--- src/source/issue_consts.svh ---
/*
 * Issue stage sizing macros: bundle width, queue count and depth,
 * operand, ROB tag and free-slot count widths
 */

`ifndef ISSUE_CONSTS_SVH
`define ISSUE_CONSTS_SVH

// ========================================
// Bundle and queue sizing
// ========================================
// Packets per issue bundle
`define ISSUE_WIDTH 2

// ALU0..2, MUL0, LOAD0, BRANCH0
`define FU_NUM 6

// Entries in each per-unit queue
`define FU_FIFO_DEPTH 4

// ========================================
// Payload widths
// ========================================
// Operand width
`define XLEN 64

// Reorder-buffer tag
`define ROB_TAG_BITS 6

// Saturated free-slot count, holds 0..ISSUE_WIDTH and depth+1 values
`define FU_CNT_BITS 3

`endif

--- src/source/isa_pkg.sv ---
/*
 * ISA level types: opcode and functional-unit class enums,
 * opcode to class decode function
 */

package isa_pkg;

    // ========================================
    // Opcodes
    // ========================================
    typedef enum logic [3:0] {
        ADD = 4'd0,
        SUB = 4'd1,
        AND = 4'd2,
        OR  = 4'd3,
        XOR = 4'd4,
        SLL = 4'd5,
        MUL = 4'd6,
        LD  = 4'd7,
        BEQ = 4'd8,
        BNE = 4'd9
    } opcode_e;

    // ========================================
    // Functional-unit classes
    // ========================================
    // Prefixed so the names stay apart from the opcodes
    typedef enum logic [1:0] {
        CLASS_ALU    = 2'd0,
        CLASS_MUL    = 2'd1,
        CLASS_LOAD   = 2'd2,
        CLASS_BRANCH = 2'd3
    } fu_class_e;

    // Opcode to unit class, unknown encodings fall back to ALU
    function automatic fu_class_e opcode_class(opcode_e op);
        fu_class_e cls;
        case (op)
            MUL:      cls = CLASS_MUL;
            LD:       cls = CLASS_LOAD;
            BEQ, BNE: cls = CLASS_BRANCH;
            default:  cls = CLASS_ALU;
        endcase
        return cls;
    endfunction

endpackage

--- src/source/issue_pkg.sv ---
/*
 * Issue stage types: per-unit queue index enum and issue packet struct
 */

`include "issue_consts.svh"

package issue_pkg;

    import isa_pkg::*;

    // ========================================
    // Queue indices
    // ========================================
    // Also the bit position of each unit in the per-unit vectors
    typedef enum logic [2:0] {
        ALU0    = 3'd0,
        ALU1    = 3'd1,
        ALU2    = 3'd2,
        MUL0    = 3'd3,
        LOAD0   = 3'd4,
        BRANCH0 = 3'd5
    } fu_index_e;

    // ========================================
    // Issue packet
    // ========================================
    // One operation with its operands already read
    typedef struct packed {
        opcode_e                   opcode;
        // Tag back to the reorder buffer
        logic [`ROB_TAG_BITS-1:0]  rob_tag;
        // Source operand values
        logic [`XLEN-1:0]          src1;
        logic [`XLEN-1:0]          src2;
    } issue_packet_t;

endpackage

--- src/source/fu_fifo.sv ---
/*
 * Per-unit circular packet FIFO, zero-latency read,
 * full and empty flags, free-slot count saturated to the issue width
 */

`timescale 1ns/1ps

`include "issue_consts.svh"

module fu_fifo import issue_pkg::*; #(
    parameter int unsigned FIFO_DEPTH  = `FU_FIFO_DEPTH,
    parameter int unsigned ISSUE_WIDTH = `ISSUE_WIDTH
)(
    input  logic                    clk,
    input  logic                    reset,

    // Dispatch side
    input  logic                    wr_en_i,
    input  issue_packet_t           pkt_i,
    output logic [`FU_CNT_BITS-1:0] free_slots_o,
    output logic                    full_o,

    // Functional-unit side
    input  logic                    rd_en_i,
    output issue_packet_t           pkt_o,
    output logic                    empty_o
);

    localparam int unsigned PTR_BITS  = $clog2(FIFO_DEPTH);
    localparam int unsigned CNT_BITS  = $clog2(FIFO_DEPTH + 1);
    localparam int unsigned SLOT_BITS = `FU_CNT_BITS;

    // ========================================
    // State
    // ========================================
    issue_packet_t           mem [FIFO_DEPTH];

    // Head is next read, tail is next write
    logic [PTR_BITS-1:0]     head_q, head_d;
    logic [PTR_BITS-1:0]     tail_q, tail_d;

    // Occupancy
    logic [CNT_BITS-1:0]     count_q, count_d;
    logic [CNT_BITS-1:0]     real_spots;

    logic                    wr_valid;
    logic                    rd_valid;

    // ========================================
    // Flags and qualified strobes
    // ========================================
    assign empty_o  = (count_q == '0);
    assign full_o   = (count_q == CNT_BITS'(FIFO_DEPTH));

    // Read only what is there
    assign rd_valid = rd_en_i && !empty_o;
    // Full queue takes a write only alongside a pop
    assign wr_valid = wr_en_i && (!full_o || rd_valid);

    // Space left, capped at what one bundle can use
    assign real_spots   = CNT_BITS'(FIFO_DEPTH) - count_q;
    assign free_slots_o = (real_spots >= CNT_BITS'(ISSUE_WIDTH)) ?
                          SLOT_BITS'(ISSUE_WIDTH) : SLOT_BITS'(real_spots);

    // ========================================
    // Pointer and count update
    // ========================================
    always_comb begin
        head_d  = head_q;
        tail_d  = tail_q;
        count_d = count_q;
        if (wr_valid) begin
            tail_d = (tail_q == PTR_BITS'(FIFO_DEPTH - 1)) ? '0 : tail_q + 1'b1;
        end
        if (rd_valid) begin
            head_d = (head_q == PTR_BITS'(FIFO_DEPTH - 1)) ? '0 : head_q + 1'b1;
        end
        // Push and pop together leave occupancy unchanged
        case ({wr_valid, rd_valid})
            2'b10:   count_d = count_q + 1'b1;
            2'b01:   count_d = count_q - 1'b1;
            default: count_d = count_q;
        endcase
    end

    always_ff @(posedge clk or posedge reset) begin
        if (reset) begin
            head_q  <= '0;
            tail_q  <= '0;
            count_q <= '0;
        end else begin
            head_q  <= head_d;
            tail_q  <= tail_d;
            count_q <= count_d;
        end
    end

    // Storage, written at the tail
    always_ff @(posedge clk) begin
        if (wr_valid) begin
            mem[tail_q] <= pkt_i;
        end
    end

    // Head packet visible in the read cycle, zero otherwise
    assign pkt_o = rd_valid ? mem[head_q] : '0;

endmodule

--- src/source/fu_fifo_bank.sv ---
/*
 * Bank of per-unit packet FIFOs: ALU0..2, MUL0, LOAD0, BRANCH0
 */

`timescale 1ns/1ps

`include "issue_consts.svh"

module fu_fifo_bank import issue_pkg::*; (
    input  logic                                      clk,
    input  logic                                      reset,

    // ========================================
    // Dispatch to queues
    // ========================================
    input  logic          [`FU_NUM-1:0]               fu_wr_en_i,
    input  issue_packet_t [`FU_NUM-1:0]               fu_wr_pkt_i,
    output logic          [`FU_NUM-1:0]               fu_full_o,
    output logic          [`FU_NUM-1:0][`FU_CNT_BITS-1:0] fu_free_slots_o,

    // ========================================
    // Queues to functional units
    // ========================================
    // One read strobe per unit
    input  logic          [`FU_NUM-1:0]               fu_rd_en_i,
    // Head packet under a valid read
    output issue_packet_t [`FU_NUM-1:0]               fu_pkt_o,
    output logic          [`FU_NUM-1:0]               fu_empty_o
);

    // ========================================
    // One queue per unit
    // ========================================
    // Separate queues so a stalled unit only backs up its own traffic
    for (genvar u = 0; u < `FU_NUM; u++) begin : g_fu
        // Unit served by this queue
        localparam fu_index_e UNIT = fu_index_e'(u);

        fu_fifo #(
            .FIFO_DEPTH  (`FU_FIFO_DEPTH),
            .ISSUE_WIDTH (`ISSUE_WIDTH)
        ) i_fu_fifo (
            .clk          (clk),
            .reset        (reset),
            .wr_en_i      (fu_wr_en_i[UNIT]),
            .pkt_i        (fu_wr_pkt_i[UNIT]),
            .free_slots_o (fu_free_slots_o[UNIT]),
            .full_o       (fu_full_o[UNIT]),
            .rd_en_i      (fu_rd_en_i[UNIT]),
            .pkt_o        (fu_pkt_o[UNIT]),
            .empty_o      (fu_empty_o[UNIT])
        );
    end

endmodule

--- src/source/issue_dispatch.sv ---
/*
 * Bundle dispatch: opcode class decode, ALU spreading, same-queue
 * collision handling, per-unit write strobes, stall and done mask
 */

`timescale 1ns/1ps

`include "issue_consts.svh"

module issue_dispatch import isa_pkg::*, issue_pkg::*; (
    input  logic                                      clk,
    input  logic                                      reset,

    // Issue bundle
    input  logic          [`ISSUE_WIDTH-1:0]          issue_valid_i,
    input  issue_packet_t [`ISSUE_WIDTH-1:0]          issue_pkt_i,

    // Saturated space per queue
    input  logic          [`FU_NUM-1:0][`FU_CNT_BITS-1:0] fu_free_slots_i,

    // Writes into the bank
    output logic          [`FU_NUM-1:0]               fu_wr_en_o,
    output issue_packet_t [`FU_NUM-1:0]               fu_wr_pkt_o,

    // Hold the bundle upstream
    output logic                                      stall_o
);

    // ========================================
    // Slot decode
    // ========================================
    fu_class_e                     slot_class [`ISSUE_WIDTH];
    // Queues each slot may go to
    logic [`FU_NUM-1:0]            slot_cand  [`ISSUE_WIDTH];

    // Valid and not yet written during this held bundle
    logic [`ISSUE_WIDTH-1:0]       pending;
    logic [`ISSUE_WIDTH-1:0]       accepted;
    logic [`ISSUE_WIDTH-1:0]       done_q, done_d;

    // Queue has at least one free entry
    logic [`FU_NUM-1:0]            free_ok;

    always_comb begin
        for (int s = 0; s < `ISSUE_WIDTH; s++) begin
            slot_class[s] = opcode_class(issue_pkt_i[s].opcode);
            slot_cand[s]  = '0;
            case (slot_class[s])
                CLASS_ALU: begin
                    slot_cand[s][ALU0] = 1'b1;
                    slot_cand[s][ALU1] = 1'b1;
                    slot_cand[s][ALU2] = 1'b1;
                end
                CLASS_MUL:    slot_cand[s][MUL0]    = 1'b1;
                CLASS_LOAD:   slot_cand[s][LOAD0]   = 1'b1;
                default:      slot_cand[s][BRANCH0] = 1'b1;
            endcase
        end
    end

    assign pending = issue_valid_i & ~done_q;

    for (genvar q = 0; q < `FU_NUM; q++) begin : g_free
        assign free_ok[q] = (fu_free_slots_i[q] != '0);
    end

    // ========================================
    // Allocation in slot order
    // ========================================
    // At most one write per queue per cycle, so a queue already granted
    // is simply skipped and its count never needs the subtraction
    always_comb begin
        fu_wr_en_o  = '0;
        fu_wr_pkt_o = '0;
        accepted    = '0;
        for (int s = 0; s < `ISSUE_WIDTH; s++) begin
            for (int q = 0; q < `FU_NUM; q++) begin
                // Lowest index first gives ALU0, ALU1, ALU2 order
                if (pending[s] && !accepted[s] && slot_cand[s][q] &&
                    free_ok[q] && !fu_wr_en_o[q]) begin
                    fu_wr_en_o[q]  = 1'b1;
                    fu_wr_pkt_o[q] = issue_pkt_i[s];
                    accepted[s]    = 1'b1;
                end
            end
        end
    end

    // Any slot left behind holds the whole bundle
    assign stall_o = |(pending & ~accepted);

    // ========================================
    // Done mask
    // ========================================
    // Remember written slots while held, clear once the bundle is taken
    assign done_d = stall_o ? (done_q | accepted) : '0;

    always_ff @(posedge clk or posedge reset) begin
        if (reset) begin
            done_q <= '0;
        end else begin
            done_q <= done_d;
        end
    end

endmodule

--- src/source/issue_stage_top.sv ---
/*
 * Issue stage top: dispatch feeding the per-unit FIFO bank
 */

`timescale 1ns/1ps

`include "issue_consts.svh"

module issue_stage_top import issue_pkg::*; (
    input  logic                                      clk,
    input  logic                                      reset,

    // ========================================
    // Issue bundle in
    // ========================================
    input  logic          [`ISSUE_WIDTH-1:0]          issue_valid_i,
    input  issue_packet_t [`ISSUE_WIDTH-1:0]          issue_pkt_i,
    output logic                                      stall_o,

    // ========================================
    // Functional units
    // ========================================
    input  logic          [`FU_NUM-1:0]               fu_rd_en_i,
    output issue_packet_t [`FU_NUM-1:0]               fu_pkt_o,
    output logic          [`FU_NUM-1:0]               fu_empty_o
);

    // Dispatch to bank
    logic          [`FU_NUM-1:0]                   fu_wr_en;
    issue_packet_t [`FU_NUM-1:0]                   fu_wr_pkt;
    // Bank back to dispatch
    logic          [`FU_NUM-1:0][`FU_CNT_BITS-1:0] fu_free_slots;

    issue_dispatch i_issue_dispatch (
        .clk             (clk),
        .reset           (reset),
        .issue_valid_i   (issue_valid_i),
        .issue_pkt_i     (issue_pkt_i),
        .fu_free_slots_i (fu_free_slots),
        .fu_wr_en_o      (fu_wr_en),
        .fu_wr_pkt_o     (fu_wr_pkt),
        .stall_o         (stall_o)
    );

    // Full flags not needed here, free-slot count covers them
    fu_fifo_bank i_fu_fifo_bank (
        .clk             (clk),
        .reset           (reset),
        .fu_wr_en_i      (fu_wr_en),
        .fu_wr_pkt_i     (fu_wr_pkt),
        .fu_full_o       (),
        .fu_free_slots_o (fu_free_slots),
        .fu_rd_en_i      (fu_rd_en_i),
        .fu_pkt_o        (fu_pkt_o),
        .fu_empty_o      (fu_empty_o)
    );

endmodule

--- config.mk ---
export PLATFORM = sky130hd
export DESIGN_NAME = issue_stage_top
export DESIGN_NICKNAME = d
export VERILOG_FILES = /design/src/source/isa_pkg.sv /design/src/source/issue_pkg.sv /design/src/source/fu_fifo.sv /design/src/source/fu_fifo_bank.sv /design/src/source/issue_dispatch.sv /design/src/source/issue_stage_top.sv
export VERILOG_INCLUDE_DIRS = /design/src /design/src/source
export SDC_FILE = /design/constraint.sdc
export NUM_CORES = 2
export LEC_CHECK = 0
export CAP_MARGIN = 20
export CORE_AREA = 8 8 528 479
export CTS_CLUSTER_SIZE = 20
export DETAILED_ROUTE_END_ITERATION = 16
export DIE_AREA = 0 0 536 487
export DONT_BUFFER_PORTS = 1
export PLACE_DENSITY = 0.7
export SYNTH_ARGS = -nofsm -noshare
export SYNTH_HDL_FRONTEND = slang
export SYNTH_SLANG_ARGS = --single-unit
--- constraint.sdc ---
create_clock -name clk -period 10 [get_ports clk]
set_input_delay 2.5 -clock clk [delete_from_list [all_inputs] [get_ports clk]]
set_output_delay 2.5 -clock clk [all_outputs]
set_load 0.01 [all_outputs]
# Word-level counts from Yosys, hierarchy flattened

Memories as Yosys holds them, arrays and structs flattened.
Cells that the tools add are included.

Bits in registers: 44
RAM bits: 3312
Input bits: 286
Output and inout port bits: 835
Memories kept: 6

Memories:

| memory                               | words | bits a word | read ports | clocked after memory_dff | write ports | RTL line      | text |
|---|---|---|---|---|---|---|---|
| i_fu_fifo_bank.g_fu[0].i_fu_fifo.mem | 4     | 138         | 1          | 0                        | 1           | fu_fifo.sv:36 | `issue_packet_t mem [FIFO_DEPTH];` |
| i_fu_fifo_bank.g_fu[1].i_fu_fifo.mem | 4     | 138         | 1          | 0                        | 1           | fu_fifo.sv:36 |  |
| i_fu_fifo_bank.g_fu[2].i_fu_fifo.mem | 4     | 138         | 1          | 0                        | 1           | fu_fifo.sv:36 |  |
| i_fu_fifo_bank.g_fu[3].i_fu_fifo.mem | 4     | 138         | 1          | 0                        | 1           | fu_fifo.sv:36 |  |
| i_fu_fifo_bank.g_fu[4].i_fu_fifo.mem | 4     | 138         | 1          | 0                        | 1           | fu_fifo.sv:36 |  |
| i_fu_fifo_bank.g_fu[5].i_fu_fifo.mem | 4     | 138         | 1          | 0                        | 1           | fu_fifo.sv:36 |  |

Add/subtract/negate cells: 30
Magnitude comparators: 6
Eq/ne operators: 42
Multiplexer cells: 88
Bitwise logic cells: 5
Reductions and logical operators: 110

Operators with widths:

| cell                                                                  | count |
|---|---|
| 138-bit two-way mux                                                   | 18 |
| 1-bit logical AND                                                     | 52 |
| 1-bit two-way mux                                                     | 41 |
| 2-bit equality test, second input constant                            | 20 |
| 3-bit one-hot mux with 2 select lines                                 | 6 |
| 1-bit logical NOT                                                     | 27 |
| 2-bit two-way mux                                                     | 13 |
| 2-bit by 1-bit adder with 2-bit output, second input constant         | 12 |
| 3-bit two-way mux                                                     | 8 |
| 3-bit by 1-bit adder with 3-bit output, second input constant         | 6 |
| 3-bit equality test, second input constant                            | 6 |
| 3-bit by 2-bit >= comparator with 1-bit output, second input constant | 6 |
| 3-bit logical NOT                                                     | 6 |
| 3-bit nonzero test                                                    | 6 |
| 3-bit by 1-bit subtractor with 3-bit output, second input constant    | 6 |
| 3-bit subtractor, first input constant                                | 6 |
| 2-bit by 1-bit equality test with 1-bit output, second input constant | 8 |
| 4-bit by 3-bit equality test with 1-bit output, second input constant | 4 |
| 4-bit equality test, second input constant                            | 4 |
| 2-bit one-hot mux with 3 select lines                                 | 2 |
| 2-bit nonzero test                                                    | 6 |
| 1-bit logical OR                                                      | 6 |
| 2-bit OR reduction                                                    | 3 |
| 3-bit OR reduction                                                    | 2 |
| 4 further kinds                                                       | 7 |

# Depth between registers and ports, before layout

Depth in word-level cells: 45
Gate-level depth with buffers: 11

# Modules after synthesis

From an unflattened synthesis, not the netlist that was laid out.

Cell total of the unflattened synthesis: 6656
Area, all modules: 136673.6 um^2

By module, submodules not included:

| module         | instances | cells each | area each (um^2) | seq. area each (um^2) |
|---|---|---|---|---|
| fu_fifo        | 6         | 930        | 21374.2          | 16751.1 |
| issue_dispatch | 1         | 1076       | 8428.1           | 50.0 |

# Least setup slack after synthesis

OpenSTA, ideal clock, no wires.

Path kind: input -> register
Start point: input port issue_pkt_i[273] in the netlist's numbering
End point: memory i_fu_fifo_bank.g_fu[5].i_fu_fifo.mem[0][0] in the netlist's numbering, enable pin
Setup time: 0.514 ns
Arrival time: 7.136 ns
Data required time: 9.486 ns
Slack: 2.350 ns
Stages on the path: 6
Cell sequence: buf_2 nor3b_1 nand2_1 a21oi_1 a21boi_1 and2_1

Cells in the longest elaborated chain, start to end: 42

Ends and longest elaborated chain:

| what                                      | RTL line              | text |
|---|---|---|
| from (decl)                               | issue_stage_top.sv:17 | `` input issue_packet_t [`ISSUE_WIDTH-1:0] issue_pkt_i, `` |
| 4-bit equality test                       | isa_pkg.sv:38         | `case (op)` |
| 2-bit OR reduction                        | isa_pkg.sv:38         |  |
| 2-bit one-hot mux with 3 select lines *   | isa_pkg.sv:38         |  |
| 2-bit logical NOT                         | issue_dispatch.sv:48  | `case (slot_class[s])` |
| 3-bit two-way mux                         | issue_dispatch.sv:48  |  |
| 1-bit logical AND (2 in series)           | issue_dispatch.sv:79  | `if (pending[s] && !accepted[s] && slot_cand[s][q] &&` |
| 1-bit logical AND                         | issue_dispatch.sv:80  | `free_ok[q] && !fu_wr_en_o[q]) begin` |
| 1-bit two-way mux                         | issue_dispatch.sv:79  |  |
| [24 not listed]                           | -                     |  |
| 1-bit logical NOT                         | issue_dispatch.sv:79  |  |
| 1-bit logical AND                         | issue_dispatch.sv:79  |  |
| 1-bit logical AND * (2 in series)         | issue_dispatch.sv:79  |  |
| 1-bit logical AND *                       | issue_dispatch.sv:80  |  |
| 1-bit two-way mux *                       | issue_dispatch.sv:79  |  |
| 1-bit logical AND *                       | fu_fifo.sv:58         | `assign wr_valid = wr_en_i && (!full_o \|\| rd_valid);` |
| 1-bit two-way mux *                       | fu_fifo.sv:100        | `if (wr_valid) begin` |
| 1-bit two-way mux (implied by the code) * | fu_fifo.sv:101        | `mem[tail_q] <= pkt_i;` |
| to (decl)                                 | fu_fifo.sv:36         |  |

Mark *: on every way between the ends. The rest lies on a longest branch, timed or not.

# Worst setup path after layout

Start point: input port issue_pkt_i[136] in the netlist's numbering
End point: output port stall_o

Cells in the longest elaborated chain, start to end: 44

Ends and longest elaborated chain:

| what                                    | RTL line                                   | text |
|---|---|---|
| 4-bit equality test                     | isa_pkg.sv:38                              |  |
| 2-bit OR reduction                      | isa_pkg.sv:38                              |  |
| 2-bit one-hot mux with 3 select lines * | isa_pkg.sv:38                              |  |
| 2-bit logical NOT                       | issue_dispatch.sv:48                       |  |
| 3-bit two-way mux                       | issue_dispatch.sv:48                       |  |
| 1-bit logical AND (2 in series)         | issue_dispatch.sv:79                       |  |
| 1-bit two-way mux                       | issue_dispatch.sv:79                       |  |
| 1-bit logical NOT                       | issue_dispatch.sv:79, issue_dispatch.sv:80 |  |
| [25 not listed]                         | -                                          |  |
| 1-bit two-way mux                       | issue_dispatch.sv:79                       |  |
| 1-bit logical NOT                       | issue_dispatch.sv:79                       |  |
| 1-bit logical AND (3 in series)         | issue_dispatch.sv:79                       |  |
| 1-bit logical AND                       | issue_dispatch.sv:80                       |  |
| 1-bit two-way mux                       | issue_dispatch.sv:79                       |  |
| 2-bit inverter *                        | issue_dispatch.sv:90                       | `assign stall_o = \|(pending & ~accepted);` |
| 2-bit AND *                             | issue_dispatch.sv:90                       |  |
| 2-bit OR reduction *                    | issue_dispatch.sv:90                       |  |
| to (decl)                               | issue_stage_top.sv:18                      | `output logic stall_o,` |

Marked as above.

==> metrics.md <==
| Metric | Value |
|---|---|
| Period minus WS final | 7.11 ns |
| Routed wire length | 420 mm |
| Routed wire per std cell | 41.3 µm |
| Max Cap Viol | 0 |
| Area growth syn-to-layout | 10.9% |
| Total GRT Usage | 31.5% |
| Peak supply drop | 216 µV |
| FF/Latch Area | 101000 µm² |
| Worst Path Arrival | 4.61 ns |
| CTS hold repair buffers | 0 |
| First-pass GRT wire length | 574 mm |
| Port Buffer Count | 0 |
| Sequential share of the synthesized area | 74.1% |
| Largest cells by area after synthesis | edfxtp_1 73%, mux4_2 14%, a22o_1 5.3% |
| Cell Area, Synth | 136000 µm² |
| DRT antenna net count | 0 |
| Relative slew slack | -1.79% |
| H-tree levels | 5 |
| Worst endpoint required time | 7.50 ns |
| Failing checks | slew limit |
| Detailed Routing Iterations Pass 1 | 7 |
| Clock transition at path regs | 0.06 ns |
| Setup tns final | 0 ns |
| Outcome | complete, but fails checks |
| Post-Synthesis Cells | 6596 |
| Asr flop ratio synth | 1.31% |
| Leakage | 48.7 nW |
| Die Span Y | 487 µm |
| Dpl ws | 2.90 ns |
| TritonCTS clock tree | built |
| CTS Buf Count | 346 |
| Num rows | 173 |
| CTS Sinks | 3356 |
| PnR worst setup slack | 2.89 ns |
| CP Max Fanout | 43 |
| Kind of critical path | in2out |
| Final HPWL DP | 263 mm |
| Min-Delay Path Class | reg2reg |
| Top Ports | 1121 |
| Die W | 536 µm |
| Cell taking the most area after synthesis | edfxtp_1 |
| PostCTS Resize Cnt | 0 |
| Synth top area share | 73.3% |
| Initial Util | 55.5% |
| Share of cells above drive strength 1 | 21.8% |
| Crit. End Element | output port |
| Flip-flop and latch count after synthesis | 3356 |
| Setup bufs post-CTS | 0 |
| Startpoint Class | input pin |
| Clk_lat worst skew | 0.96 ns |
| Multi-input gate area in the final layout | 33400 µm² |
| Worst Tran Pin Value | 1.53 ns |
| Hold Vio Cnt, Final | 0 |
| Filler cell count | 16600 |
| Number of vias per cell | 7.12 |
| Largest net degree at the start of global routing | 105 |
| RSZ-0062 raised after global routing | no |
| Vias | 72400 |
| EDFF count, synth | 3312 |
| Clock tree buffer depth | 4 |
| Mean Syn Cell Area | 20.6 µm² |
| PwrDens | 288 nW/µm² |
| Nets | 6979 |
| GP Congestion | 0.807 |
| Initial antenna violation count | 52 |
| Die ar. | 261000 µm² |
| CTS root buf | clkbuf_16 |
| Residual DRC | 0 |
| Synth Warn # | 0 |
| Primary FF master, synth | edfxtp_1 |
| Synth unique cells | 57 |
| Pwr Total | 0.0434 W |
| Fin Clk Skew | 0.0854 ns |
| Vias in the first global route | 70500 |
| Core region area | 244000 µm² |
| Pins Over Slew Limit | 35 |
| Grt ovf | 0 |
| Ratio of final minimum period to clock period | 71.1% |
| Setup-failing EPs final | 0 |
| Initial DRC count | 11000 |
| Max Fclk | 141 MHz |
-- power breakdown --
group          switching (W)  internal, W
Sequential          0.000770       0.0174
Combinational        0.00801      0.00459
Clock                0.00525      0.00731
Total                 0.0140       0.0293
-- cells in the mapped netlist (10+ instances only) --
| library cell | number |
|---|---|
| and2_1 | 714 |
| ha_1 | 54 |
| nor2_1 | 17 |
| o21ai_0 | 12 |
| inv_1 | 34 |
| xnor2_1 | 13 |
| nor3_1 | 10 |
| nand2_1 | 36 |
| mux4_2 | 828 |
| buf_2 | 112 |
| a22o_1 | 817 |
| dfrtp_1 | 44 |
| edfxtp_1 | 3312 |
| clkbuf_1 | 276 |
| nor2b_1 | 147 |
| nand2b_1 | 10 |
| buf_1 | 67 |
-- state kept, by name, summed over array words and instances, names as in the netlist --
signal and count:
i_issue_dispatch.done_q 2, i_fu_fifo_bank.g_fu.i_fu_fifo.tail_q 12, i_fu_fifo_bank.g_fu.i_fu_fifo.mem 3312, i_fu_fifo_bank.g_fu.i_fu_fifo.count_q 18, i_fu_fifo_bank.g_fu.i_fu_fifo.head_q 12
-- worst paths after layout --
kind	startpoint	end	slack, ns	cells past startpoint
max	issue_pkt_i[136]	stall_o	2.89	7
min	i_fu_fifo_bank.g_fu[2].i_fu_fifo.count_q[0]	i_fu_fifo_bank.g_fu[2].i_fu_fifo.count_q[0]	0.49	1
max reg2reg	i_fu_fifo_bank.g_fu[0].i_fu_fifo.count_q[0]	i_fu_fifo_bank.g_fu[1].i_fu_fifo.mem[1][92]	5.27	9
min reg2reg	i_fu_fifo_bank.g_fu[2].i_fu_fifo.count_q[0]	i_fu_fifo_bank.g_fu[2].i_fu_fifo.count_q[0]	0.49	1
max in group asynchronous	reset	i_fu_fifo_bank.g_fu[0].i_fu_fifo.head_q[1]	7.70	2
min in group asynchronous	reset	i_fu_fifo_bank.g_fu[1].i_fu_fifo.count_q[0]	1.68	2
-- logic make-up (layout without fill, tap and decap cells) --
kind of cell | after synthesis | after routing | share of synthesized area [%]
fa+ha+maj | 61 | 61 | 0.595
flops | 3356 | 3356 | 74.1
buf+inv | 496 | 772 | 1.49
mux | 843 | 843 | 13.9
other cells | 1 | 61 | 0.00276
compound gates | 858 | 858 | 5.48
xor+xnor | 13 | 13 | 0.0839
simple gates | 968 | 968 | 4.40
-- metrics by stage --
step	utilization, %	cells	hold slack [ns]	instance area [µm²]
2_1_floorplan	-	6615	0.460	136000
3_3_place_gp	57.1	9522	0.477	140000
3_5_place_dp	57.1	9522	0.484	140000
4_1_cts	61.6	10100	0.496	150000
5_1_grt	61.6	10200	0.513	151000
6_report	61.6	10200	0.494	151000
-- worst max-delay path, cell delays in order --
cell,delay [ns]
nor2b_1,0.28
nand4b_1,0.28
nor3b_2,0.24
buf_4,0.33
nor4_1,0.44
nand4bb_1,0.19
nand2_1,0.33
-- per-layer routing --
| metal | track usage, % | part of all wire [%] |
|---|---|---|
| met1 | 42.3 | 35 |
| met5 | 0 | 0.023 |
| met3 | 8.45 | 13 |
| met4 | 14.0 | 5.0 |
| met2 | 49.0 | 47 |
-- final cells by class --
class	count	share of cell area, %
clock inverters	182	1.17
flip-flops and latches	3356	66.8
inverters	34	0.0848
diodes	41	0.0681
multi-input cells	2763	22.2
clock buffers	424	6.07
repair buffers	132	0.908
well taps	3237	2.69
-- placed cells by master, fill, tap and decap left out, types with 6 or more instances in the layout --
cell,count
clkinvlp_4,6
ha_1,54
nor2_1,12
a22o_1,817
bufinv_16,32
inv_6,8
edfxtp_1,3312
a21o_1,7
clkbuf_16,353
clkinv_1,62
mux2i_1,9
nor3_1,8
inv_1,33
nor2b_1,142
and2_1,690
a21oi_1,6
nand2b_1,9
buf_4,102
conb_1,20
dfrtp_4,12
diode_2,41
clkbuf_1,67
dfrtp_1,32
xnor2_1,13
mux4_2,828
o21ai_0,12
clkinv_2,64
buf_12,30
and2_4,24
nand2_1,36
fa_1,6
Power figures use the tool's default switching activity.
